<file path="src/design/conv_pkg.sv">
package conv_pkg;

	localparam int addr_w = 32;
	localparam int dim_w = 5;
	localparam int taps = 9;
	localparam int pix_w = 8;
	localparam int widx_w = 2;
	localparam int wword_w = taps * widx_w;
	// 31 channels x 9 taps x 16-bit products fit with margin
	localparam int acc_w = 24;

	// output byte window, same for bias and sum
	localparam int scale_lsb = 5;
	localparam int scale_msb = 12;

	// word offsets in parameter memory
	localparam int param_rows = 0;
	localparam int param_channels = 1;
	localparam int param_kernels = 2;

	typedef enum logic [2:0] {
		idle,
		load_param,
		load_bias,
		load_weight,
		fetch,
		drain,
		write,
		done
	} conv_state_t;

	// window row of tap t, 0..2 top to bottom
	function automatic logic [1:0] tap_row(input logic [3:0] t);
		return 2'(t / 4'd3);
	endfunction

	// window column of tap t, 0..2 left to right
	function automatic logic [1:0] tap_col(input logic [3:0] t);
		return 2'(t % 4'd3);
	endfunction

endpackage

</file>
<file path="src/design/conv_ctrl.sv">
`timescale 1ns/1ns

module conv_ctrl (
	input  logic                           clk,
	input  logic                           rst,
	input  logic                           start,
	input  logic [conv_pkg::addr_w-1:0]    param_rdata,
	input  logic                           tap_pad,
	output conv_pkg::conv_state_t          state,
	output logic [conv_pkg::dim_w-1:0]     rows,
	output logic [conv_pkg::dim_w-1:0]     channels,
	output logic [conv_pkg::dim_w-1:0]     kernels,
	output logic [conv_pkg::dim_w-1:0]     row,
	output logic [conv_pkg::dim_w-1:0]     col,
	output logic [conv_pkg::dim_w-1:0]     chan,
	output logic [conv_pkg::dim_w-1:0]     kern,
	output logic [3:0]                     tap,
	output logic                           param_en,
	output logic                           bias_en,
	output logic                           weight_en,
	output logic                           input_en,
	output logic                           tap_valid,
	output logic                           acc_clear,
	output logic                           out_strobe,
	output logic                           finish
);
	import conv_pkg::*;

	logic last_col;
	logic last_row;
	logic last_chan;
	logic last_kern;

	assign last_col = (col == rows - 1'b1);
	assign last_row = (row == rows - 1'b1);
	assign last_chan = (chan == channels - 1'b1);
	assign last_kern = (kern == kernels - 1'b1);

	// tap doubles as the phase counter of the load states
	always_ff @(posedge clk or posedge rst) begin
		if (rst) begin
			state <= idle;
			tap <= '0;
			row <= '0;
			col <= '0;
			chan <= '0;
			kern <= '0;
		end else begin
			case (state)
				idle: begin
					if (start) begin
						state <= load_param;
						tap <= '0;
						row <= '0;
						col <= '0;
						chan <= '0;
						kern <= '0;
					end
				end
				load_param: begin
					tap <= tap + 1'b1;
					if (tap == 4'd3) begin
						tap <= '0;
						state <= load_bias;
					end
				end
				load_bias: begin
					tap <= tap + 1'b1;
					if (tap == 4'd1) begin
						tap <= '0;
						state <= load_weight;
					end
				end
				load_weight: begin
					tap <= tap + 1'b1;
					if (tap == 4'd1) begin
						tap <= '0;
						state <= fetch;
					end
				end
				fetch: begin
					tap <= tap + 1'b1;
					if (tap == 4'(taps - 1)) begin
						tap <= '0;
						state <= drain;
					end
				end
				drain: begin
					if (last_chan) begin
						chan <= '0;
						state <= write;
					end else begin
						chan <= chan + 1'b1;
						state <= load_weight;
					end
				end
				write: begin
					state <= load_weight;
					if (last_col) begin
						col <= '0;
						if (last_row) begin
							row <= '0;
							if (last_kern) begin
								state <= done;
							end else begin
								kern <= kern + 1'b1;
								state <= load_bias;
							end
						end else begin
							row <= row + 1'b1;
						end
					end else begin
						col <= col + 1'b1;
					end
				end
				default: state <= idle;
			endcase
		end
	end

	// data for word n arrives at tap n+1
	always_ff @(posedge clk or posedge rst) begin
		if (rst) begin
			rows <= '0;
			channels <= '0;
			kernels <= '0;
		end else if (state == load_param) begin
			case (tap)
				4'(param_rows + 1):     rows <= param_rdata[dim_w-1:0];
				4'(param_channels + 1): channels <= param_rdata[dim_w-1:0];
				4'(param_kernels + 1):  kernels <= param_rdata[dim_w-1:0];
				default: ;
			endcase
		end
	end

	// lines up with input_rdata
	always_ff @(posedge clk or posedge rst) begin
		if (rst)
			tap_valid <= 1'b0;
		else
			tap_valid <= (state == fetch) && !tap_pad;
	end

	assign param_en = (state == load_param) && (tap != 4'd3);
	assign bias_en = (state == load_bias) && (tap == 4'd0);
	assign weight_en = (state == load_weight) && (tap == 4'd0);
	assign input_en = (state == fetch) && !tap_pad;
	assign acc_clear = (state == load_weight) && (tap == 4'd0) && (chan == '0);
	assign out_strobe = (state == write);
	assign finish = (state == done);

	// loop counters stay inside the latched layer
	assert property (@(posedge clk) disable iff (rst)
		state == fetch |-> row < rows && col < rows && chan < channels && kern < kernels)
		else $error("loop counter outside layer");

endmodule

</file>
<file path="src/design/conv_addr_gen.sv">
`timescale 1ns/1ns

module conv_addr_gen (
	input  logic [conv_pkg::dim_w-1:0]  rows,
	input  logic [conv_pkg::dim_w-1:0]  channels,
	input  logic [conv_pkg::dim_w-1:0]  row,
	input  logic [conv_pkg::dim_w-1:0]  col,
	input  logic [conv_pkg::dim_w-1:0]  chan,
	input  logic [conv_pkg::dim_w-1:0]  kern,
	input  logic [3:0]                  tap,
	output logic [conv_pkg::addr_w-1:0] param_addr,
	output logic [conv_pkg::addr_w-1:0] bias_addr,
	output logic [conv_pkg::addr_w-1:0] weight_addr,
	output logic [conv_pkg::addr_w-1:0] input_addr,
	output logic [conv_pkg::addr_w-1:0] output_addr,
	output logic                        tap_pad
);
	import conv_pkg::*;

	logic [addr_w-1:0] n;
	logic [addr_w-1:0] n_sq;
	// window position plus one, so the top and left pad land on 0
	logic [dim_w:0]    r_ext;
	logic [dim_w:0]    c_ext;
	logic [addr_w-1:0] pix_row;
	logic [addr_w-1:0] pix_col;

	assign n = addr_w'(rows);
	assign n_sq = n * n;

	assign r_ext = {1'b0, row} + tap_row(tap);
	assign c_ext = {1'b0, col} + tap_col(tap);

	assign tap_pad = (r_ext == '0) || (r_ext > rows) || (c_ext == '0) || (c_ext > rows);

	assign pix_row = addr_w'(r_ext) - addr_w'(1);
	assign pix_col = addr_w'(c_ext) - addr_w'(1);

	// only meaningful while param_en is high
	assign param_addr = addr_w'(tap[1:0]);
	assign bias_addr = addr_w'(kern);
	assign weight_addr = addr_w'(kern) * addr_w'(channels) + addr_w'(chan);
	assign input_addr = addr_w'(chan) * n_sq + pix_row * n + pix_col;
	assign output_addr = addr_w'(kern) * n_sq + addr_w'(row) * n + addr_w'(col);

endmodule

</file>
<file path="src/design/conv_weight_decode.sv">
`timescale 1ns/1ns

module conv_weight_decode (
	input  logic                                             clk,
	input  logic                                             rst,
	input  logic                                             start,
	input  logic [31:0]                                      w8,
	input  logic                                             weight_load,
	input  logic [conv_pkg::wword_w-1:0]                     weight_rdata,
	output logic [conv_pkg::taps-1:0][conv_pkg::pix_w-1:0]   tap_weight
);
	import conv_pkg::*;

	logic [3:0][pix_w-1:0] codebook;
	logic                  load_q;

	always_ff @(posedge clk) begin
		if (start)
			codebook <= w8;
	end

	// weight_rdata is valid one cycle after the read strobe
	always_ff @(posedge clk or posedge rst) begin
		if (rst)
			load_q <= 1'b0;
		else
			load_q <= weight_load;
	end

	// index 0 picks the low byte of w8
	always_ff @(posedge clk) begin
		if (load_q) begin
			for (int i = 0; i < taps; i++)
				tap_weight[i] <= codebook[weight_rdata[i*widx_w +: widx_w]];
		end
	end

endmodule

</file>
<file path="src/design/conv_mac.sv">
`timescale 1ns/1ns

module conv_mac (
	input  logic                                           clk,
	input  logic                                           rst,
	input  logic [conv_pkg::pix_w-1:0]                     input_rdata,
	input  logic [conv_pkg::addr_w-1:0]                    bias_rdata,
	input  logic                                           bias_load,
	input  logic                                           tap_valid,
	input  logic [3:0]                                     tap,
	input  logic [conv_pkg::taps-1:0][conv_pkg::pix_w-1:0] tap_weight,
	input  logic                                           acc_clear,
	input  logic                                           out_strobe,
	output logic [7:0]                                     output_wdata,
	output logic                                           output_write
);
	import conv_pkg::*;

	logic                       bias_load_q;
	logic [addr_w-1:0]          bias_q;
	logic [3:0]                 tap_q;
	logic signed [2*pix_w-1:0]  product;
	logic signed [acc_w-1:0]    acc;
	logic signed [acc_w-1:0]    acc_d;

	always_ff @(posedge clk or posedge rst) begin
		if (rst) begin
			bias_load_q <= 1'b0;
			tap_q <= '0;
		end else begin
			bias_load_q <= bias_load;
			tap_q <= tap;
		end
	end

	always_ff @(posedge clk) begin
		if (bias_load_q)
			bias_q <= bias_rdata;
	end

	// tap_q selects the weight of the pixel now on input_rdata
	assign product = $signed(input_rdata) * $signed(tap_weight[tap_q]);

	always_comb begin
		acc_d = acc;
		if (acc_clear)
			acc_d = '0;
		else if (tap_valid)
			acc_d = acc + acc_w'(product);
	end

	always_ff @(posedge clk or posedge rst) begin
		if (rst)
			acc <= '0;
		else
			acc <= acc_d;
	end

	// follows acc_d so the byte is settled by the write cycle
	always_ff @(posedge clk) begin
		output_wdata <= bias_q[scale_msb:scale_lsb] + acc_d[scale_msb:scale_lsb];
	end

	assign output_write = out_strobe;

	assert property (@(posedge clk) disable iff (rst)
		tap_valid |-> tap_q < 4'(taps))
		else $error("tap index out of window");

endmodule

</file>
<file path="src/design/conv_top.sv">
`timescale 1ns/1ns

module conv_top (
	input  logic                          clk,
	input  logic                          rst,
	input  logic                          start,
	input  logic [31:0]                   w8,
	input  logic [conv_pkg::addr_w-1:0]   param_rdata,
	input  logic [conv_pkg::addr_w-1:0]   bias_rdata,
	input  logic [conv_pkg::wword_w-1:0]  weight_rdata,
	input  logic [conv_pkg::pix_w-1:0]    input_rdata,
	output logic                          param_en,
	output logic [conv_pkg::addr_w-1:0]   param_addr,
	output logic                          bias_en,
	output logic [conv_pkg::addr_w-1:0]   bias_addr,
	output logic                          weight_en,
	output logic [conv_pkg::addr_w-1:0]   weight_addr,
	output logic                          input_en,
	output logic [conv_pkg::addr_w-1:0]   input_addr,
	output logic                          output_write,
	output logic [conv_pkg::addr_w-1:0]   output_addr,
	output logic [7:0]                    output_wdata,
	output logic                          finish
);
	import conv_pkg::*;

	conv_state_t                state;
	logic [dim_w-1:0]           rows;
	logic [dim_w-1:0]           channels;
	logic [dim_w-1:0]           kernels;
	logic [dim_w-1:0]           row;
	logic [dim_w-1:0]           col;
	logic [dim_w-1:0]           chan;
	logic [dim_w-1:0]           kern;
	logic [3:0]                 tap;
	logic                       tap_pad;
	logic                       tap_valid;
	logic                       acc_clear;
	logic                       out_strobe;
	logic [taps-1:0][pix_w-1:0] tap_weight;

	conv_ctrl ctrl_i (
		.clk         (clk),
		.rst         (rst),
		.start       (start),
		.param_rdata (param_rdata),
		.tap_pad     (tap_pad),
		.state       (state),
		.rows        (rows),
		.channels    (channels),
		.kernels     (kernels),
		.row         (row),
		.col         (col),
		.chan        (chan),
		.kern        (kern),
		.tap         (tap),
		.param_en    (param_en),
		.bias_en     (bias_en),
		.weight_en   (weight_en),
		.input_en    (input_en),
		.tap_valid   (tap_valid),
		.acc_clear   (acc_clear),
		.out_strobe  (out_strobe),
		.finish      (finish)
	);

	conv_addr_gen addr_gen_i (
		.rows        (rows),
		.channels    (channels),
		.row         (row),
		.col         (col),
		.chan        (chan),
		.kern        (kern),
		.tap         (tap),
		.param_addr  (param_addr),
		.bias_addr   (bias_addr),
		.weight_addr (weight_addr),
		.input_addr  (input_addr),
		.output_addr (output_addr),
		.tap_pad     (tap_pad)
	);

	// the read strobes double as load requests, delayed inside
	// codebook is taken only by a start the FSM accepts
	conv_weight_decode weight_decode_i (
		.clk          (clk),
		.rst          (rst),
		.start        (start && state == idle),
		.w8           (w8),
		.weight_load  (weight_en),
		.weight_rdata (weight_rdata),
		.tap_weight   (tap_weight)
	);

	conv_mac mac_i (
		.clk          (clk),
		.rst          (rst),
		.input_rdata  (input_rdata),
		.bias_rdata   (bias_rdata),
		.bias_load    (bias_en),
		.tap_valid    (tap_valid),
		.tap          (tap),
		.tap_weight   (tap_weight),
		.acc_clear    (acc_clear),
		.out_strobe   (out_strobe),
		.output_wdata (output_wdata),
		.output_write (output_write)
	);

	// writes stay inside the K*N*N output plane
	assert property (@(posedge clk) disable iff (rst)
		output_write |-> output_addr < addr_w'(kernels) * addr_w'(rows) * addr_w'(rows))
		else $error("output write out of range");

endmodule

</file>
<file path="config.mk">
export PLATFORM = sky130hd
export DESIGN_NAME = conv_top
export DESIGN_NICKNAME = d
export VERILOG_FILES = /design/src/design/conv_pkg.sv /design/src/design/conv_ctrl.sv /design/src/design/conv_addr_gen.sv /design/src/design/conv_weight_decode.sv /design/src/design/conv_mac.sv /design/src/design/conv_top.sv
export SDC_FILE = /design/constraint.sdc
export NUM_CORES = 1
export LEC_CHECK = 0
export BUFFER_PORTS_ARGS = -buffer_cell sky130_fd_sc_hd__buf_4
export CORE_MARGIN = 3
export CORE_UTILIZATION = 30
export DETAILED_ROUTE_END_ITERATION = 10
export GPL_TIMING_DRIVEN = 0
export PLACE_DENSITY = 0.55
export SLEW_MARGIN = 5
export SYNTH_ARGS = -nofsm -noshare
export SYNTH_HDL_FRONTEND = slang
export SYNTH_HIERARCHICAL = 1
export SYNTH_SLANG_ARGS = --single-unit
export TNS_END_PERCENT = 10
</file>
<file path="constraint.sdc">
create_clock -name clk -period 13.55 [get_ports clk]
set_clock_uncertainty 0.15 [all_clocks]
set_input_delay 0.6775 -clock clk [delete_from_list [all_inputs] [get_ports clk]]
set_output_delay 0.6775 -clock clk [all_outputs]
set_load 0.02 [all_outputs]
</file>
==> qor.csv <==
stage,metric,value,unit
run_status,status,"finished, final reports clean",
clocking,clk sink count,182,
critical_path,cell family with most CP delay,adder cells,
route,wire length per cell,16.4,um
synth,main area contributors after synthesis,"edfxtp_1 16%, fa_1 15%, ha_1 13%",
grt,largest net degree at the start of global routing,73,
route,TritonRoute pass-1 iters,5,
placement,Placed Area,24200,um^2
critical_path,r2r worst-path depth,26,
floorplanning,die area,75200,um^2
critical_path,CP Buf/Inv Count,10,
grt,GR Util All Layers,0.145,
layout,"commonest non-fill, non-tap cells in the layout","309 x inv_1, 243 x buf_4, 219 x ha_1",
synth,Seq cells post-synth,182,
synth,"Seq/Total Area, Yosys",0.235,
synth,YS warnings,6,
placement,PortBufs,135,
synth,Synth area leader,edfxtp_1,
run,max-cap violation count,0,
layout,"commonest non-fill, non-tap cell in the layout",inv_1,
route,first-iteration detailed-routing DRC count,977,
critical_path,worst setup path class,reg2out,
placement,Post-Place Cells,3266,
critical_path,Worst Setup End Kind,primary output,
layout,Area growth syn-to-layout,15.1,%
floorplanning,Die W,274,um
clocking,number of gates resized after cts,0,
timing,RSZ-0062 raised after global routing,false,
floorplanning,boundary pin count,299,
timing,min cycle time layout,11.10,ns
layout,fraction of layout cells with a size suffix above 1,0.193,
synth,Post-Syn Area,21600,um^2
route,Via Count,15695,
grt,first-pass GRT wire length,86200,um
critical_path,startpoint class of the critical path,flop,
timing,Worst Tran Pin Value,1.23,ns
critical_path,WP data arrival,10.27,ns
synth,Mapped Avg Cell Area,10.3,um^2
placement,GP Congestion,0.829,
timing,highest clock rate,0.0901,GHz
grt,initial antenna violation count,1,
floorplanning,Die Y,274,um
timing,Max Slew Vio Count,0,
clocking,clk root buf,clkbuf_16,
clocking,"Reg clk slew, reported paths",0.08,ns
route,Post-DRT Antenna Nets,0,
critical_path,"reg-to-reg slack, setup",5.71,ns
clocking,CTS buffer count,17,
layout,Nets,2857,
clocking,H-tree depth,4,
timing,Final period util,0.819,
synth,post-synth cell types,95,
min_path,Hold Path Stages,1,
timing,final setup fails,0,
timing,setup TNS,0,ns
clocking,clk_lat worst skew,0.45,ns
critical_path,CP Depth,35,
route,drt total wl,54000,um
clocking,CTS max path bufs,2,
route,detail-routed via count per cell,4.76,
layout,Final Cell Area,24800,um^2
floorplanning,Initial Utilization,0.305,
floorplanning,CORE AREA,70600,um^2
synth,post-synthesis cell count,2094,
critical_path,"Req. time, crit path",12.72,ns
critical_path,Critical-path top delay cell,a21oi_1,
timing,final count of hold timing violations,0,
layout,"non-filler cells, final",3300,
critical_path,crit-path max FO,10,
synth,"EDFF count, synth",112,
floorplanning,# rows,97,
route,number of remaining DRC errors,0,
synth,Main synth FF type,edfxtp_1,
critical_path,"slowest stage delay, CP",0.74,ns
grt,vias in the first global route,15801,
timing,Max-Slew Margin vs Limit,0.177,
min_path,Worst Hold Class,in2reg,
placement,HPWL after DPL,42700,um
synth,asr flop ratio synth,0.341,
synth,Synth top area share,0.156,
grt,grt total ovfl,0,
clocking,CTS tree,yes,
==> cells in the mapped netlist (6+ instances only) <==
cell,number
a31oi_1,13
o21bai_1,14
ha_1,219
nor2b_1,26
nor3_1,20
edfxtp_1,112
a21o_1,23
o21a_1,16
and3_1,11
xor2_1,36
nand2_1,159
inv_1,310
nor2_1,92
or4_1,6
mux4_2,82
o21ai_0,42
nand2b_1,25
mux2i_1,31
nand4_1,7
o21ai_1,16
and2_1,109
buf_6,14
buf_4,107
clkbuf_1,24
nand3_1,21
a211oi_1,9
fa_1,167
dfxtp_1,8
dfrtp_1,62
mux2_2,18
a21oi_1,67
o31ai_2,8
or3_1,6
xnor2_1,89
buf_2,8
clkbuf_2,9
==> area by class of cell <==
class | count | area [um^2]
Antenna cell | 1 | 2.50
Tap cell | 940 | 1180
Sequential cell | 182 | 5080
Inverter | 313 | 1170
Clock inverter | 14 | 205
Buffer | 163 | 1140
Fill cell | 7081 | 45800
Multi-Input combinational cell | 1529 | 14500
Timing Repair Buffer | 140 | 1080
Clock buffer | 18 | 429
==> layer usage <==
layer / up-vias / track usage / part of all wire
met2: 374 / 0.238 / 0.47
met4: 0 / 0.0275 / 0.014
li1: 7397 / - / -
met3: 37 / 0.0190 / 0.046
met5: - / 0 / 0
met1: 7887 / 0.205 / 0.47
==> final timing paths <==
check                                start                           to
min                                  w8[3]  weight_decode_i/codebook[3]
min in group asynchronous              rst       weight_decode_i/load_q
max                         ctrl_i/rows[0]               input_addr[27]
max reg2reg                 mac_i/tap_q[1]        mac_i/output_wdata[7]
min reg2reg                mac_i/bias_q[5]        mac_i/output_wdata[0]
max in group asynchronous              rst                 mac_i/acc[6]
==> repair_timing <==
| item | in CTS | in global routing |
|---|---|---|
| endpoints found under the hold margin | 1 | 0 |
| buffers inserted | 0 | 0 |
| hold buffers | 1 | 0 |
==> sequential cells by signal, summed over array words and instances, names as in the netlist <==
register	cells
ctrl_i/kernels	5
weight_decode_i/codebook	32
mac_i/bias_load_q	1
ctrl_i/col	5
ctrl_i/tap_valid	1
mac_i/bias_q	8
ctrl_i/state	3
ctrl_i/tap	4
mac_i/output_wdata	8
mac_i/acc	13
ctrl_i/rows	5
ctrl_i/channels	5
mac_i/tap_q	4
ctrl_i/kern	5
weight_decode_i/load_q	1
ctrl_i/row	5
ctrl_i/chan	5
weight_decode_i/tap_weight	72
==> stage by stage <==
stage	hold WS, ns	setup WS (ns)	util
final	0.245	2.45	0.351
after CTS	0.222	2.44	0.351
after detailed placement	0.325	2.96	0.342
after global placement	0.318	3.10	0.341
after floorplan	0.256	4.37	-
after global routing	0.220	1.90	0.351
==> cells by family (layout without fill, tap and decap cells) <==
family / Yosys count / count (layout) / share of synthesized area
and+or+nand+nor: 520 / 520 / 0.125
buffers and inverters: 476 / 648 / 0.107
adders and majority gates: 386 / 386 / 0.282
AOI/OAI and AO/OA: 267 / 267 / 0.0853
DFF: 182 / 182 / 0.235
xor gates and xnor gates: 131 / 131 / 0.0559
muxes: 131 / 131 / 0.109
other: 1 / 95 / 0.000174
Power is not shown: default switching activity piles up to over one toggle a cycle in this logic, so the estimate is an artifact.
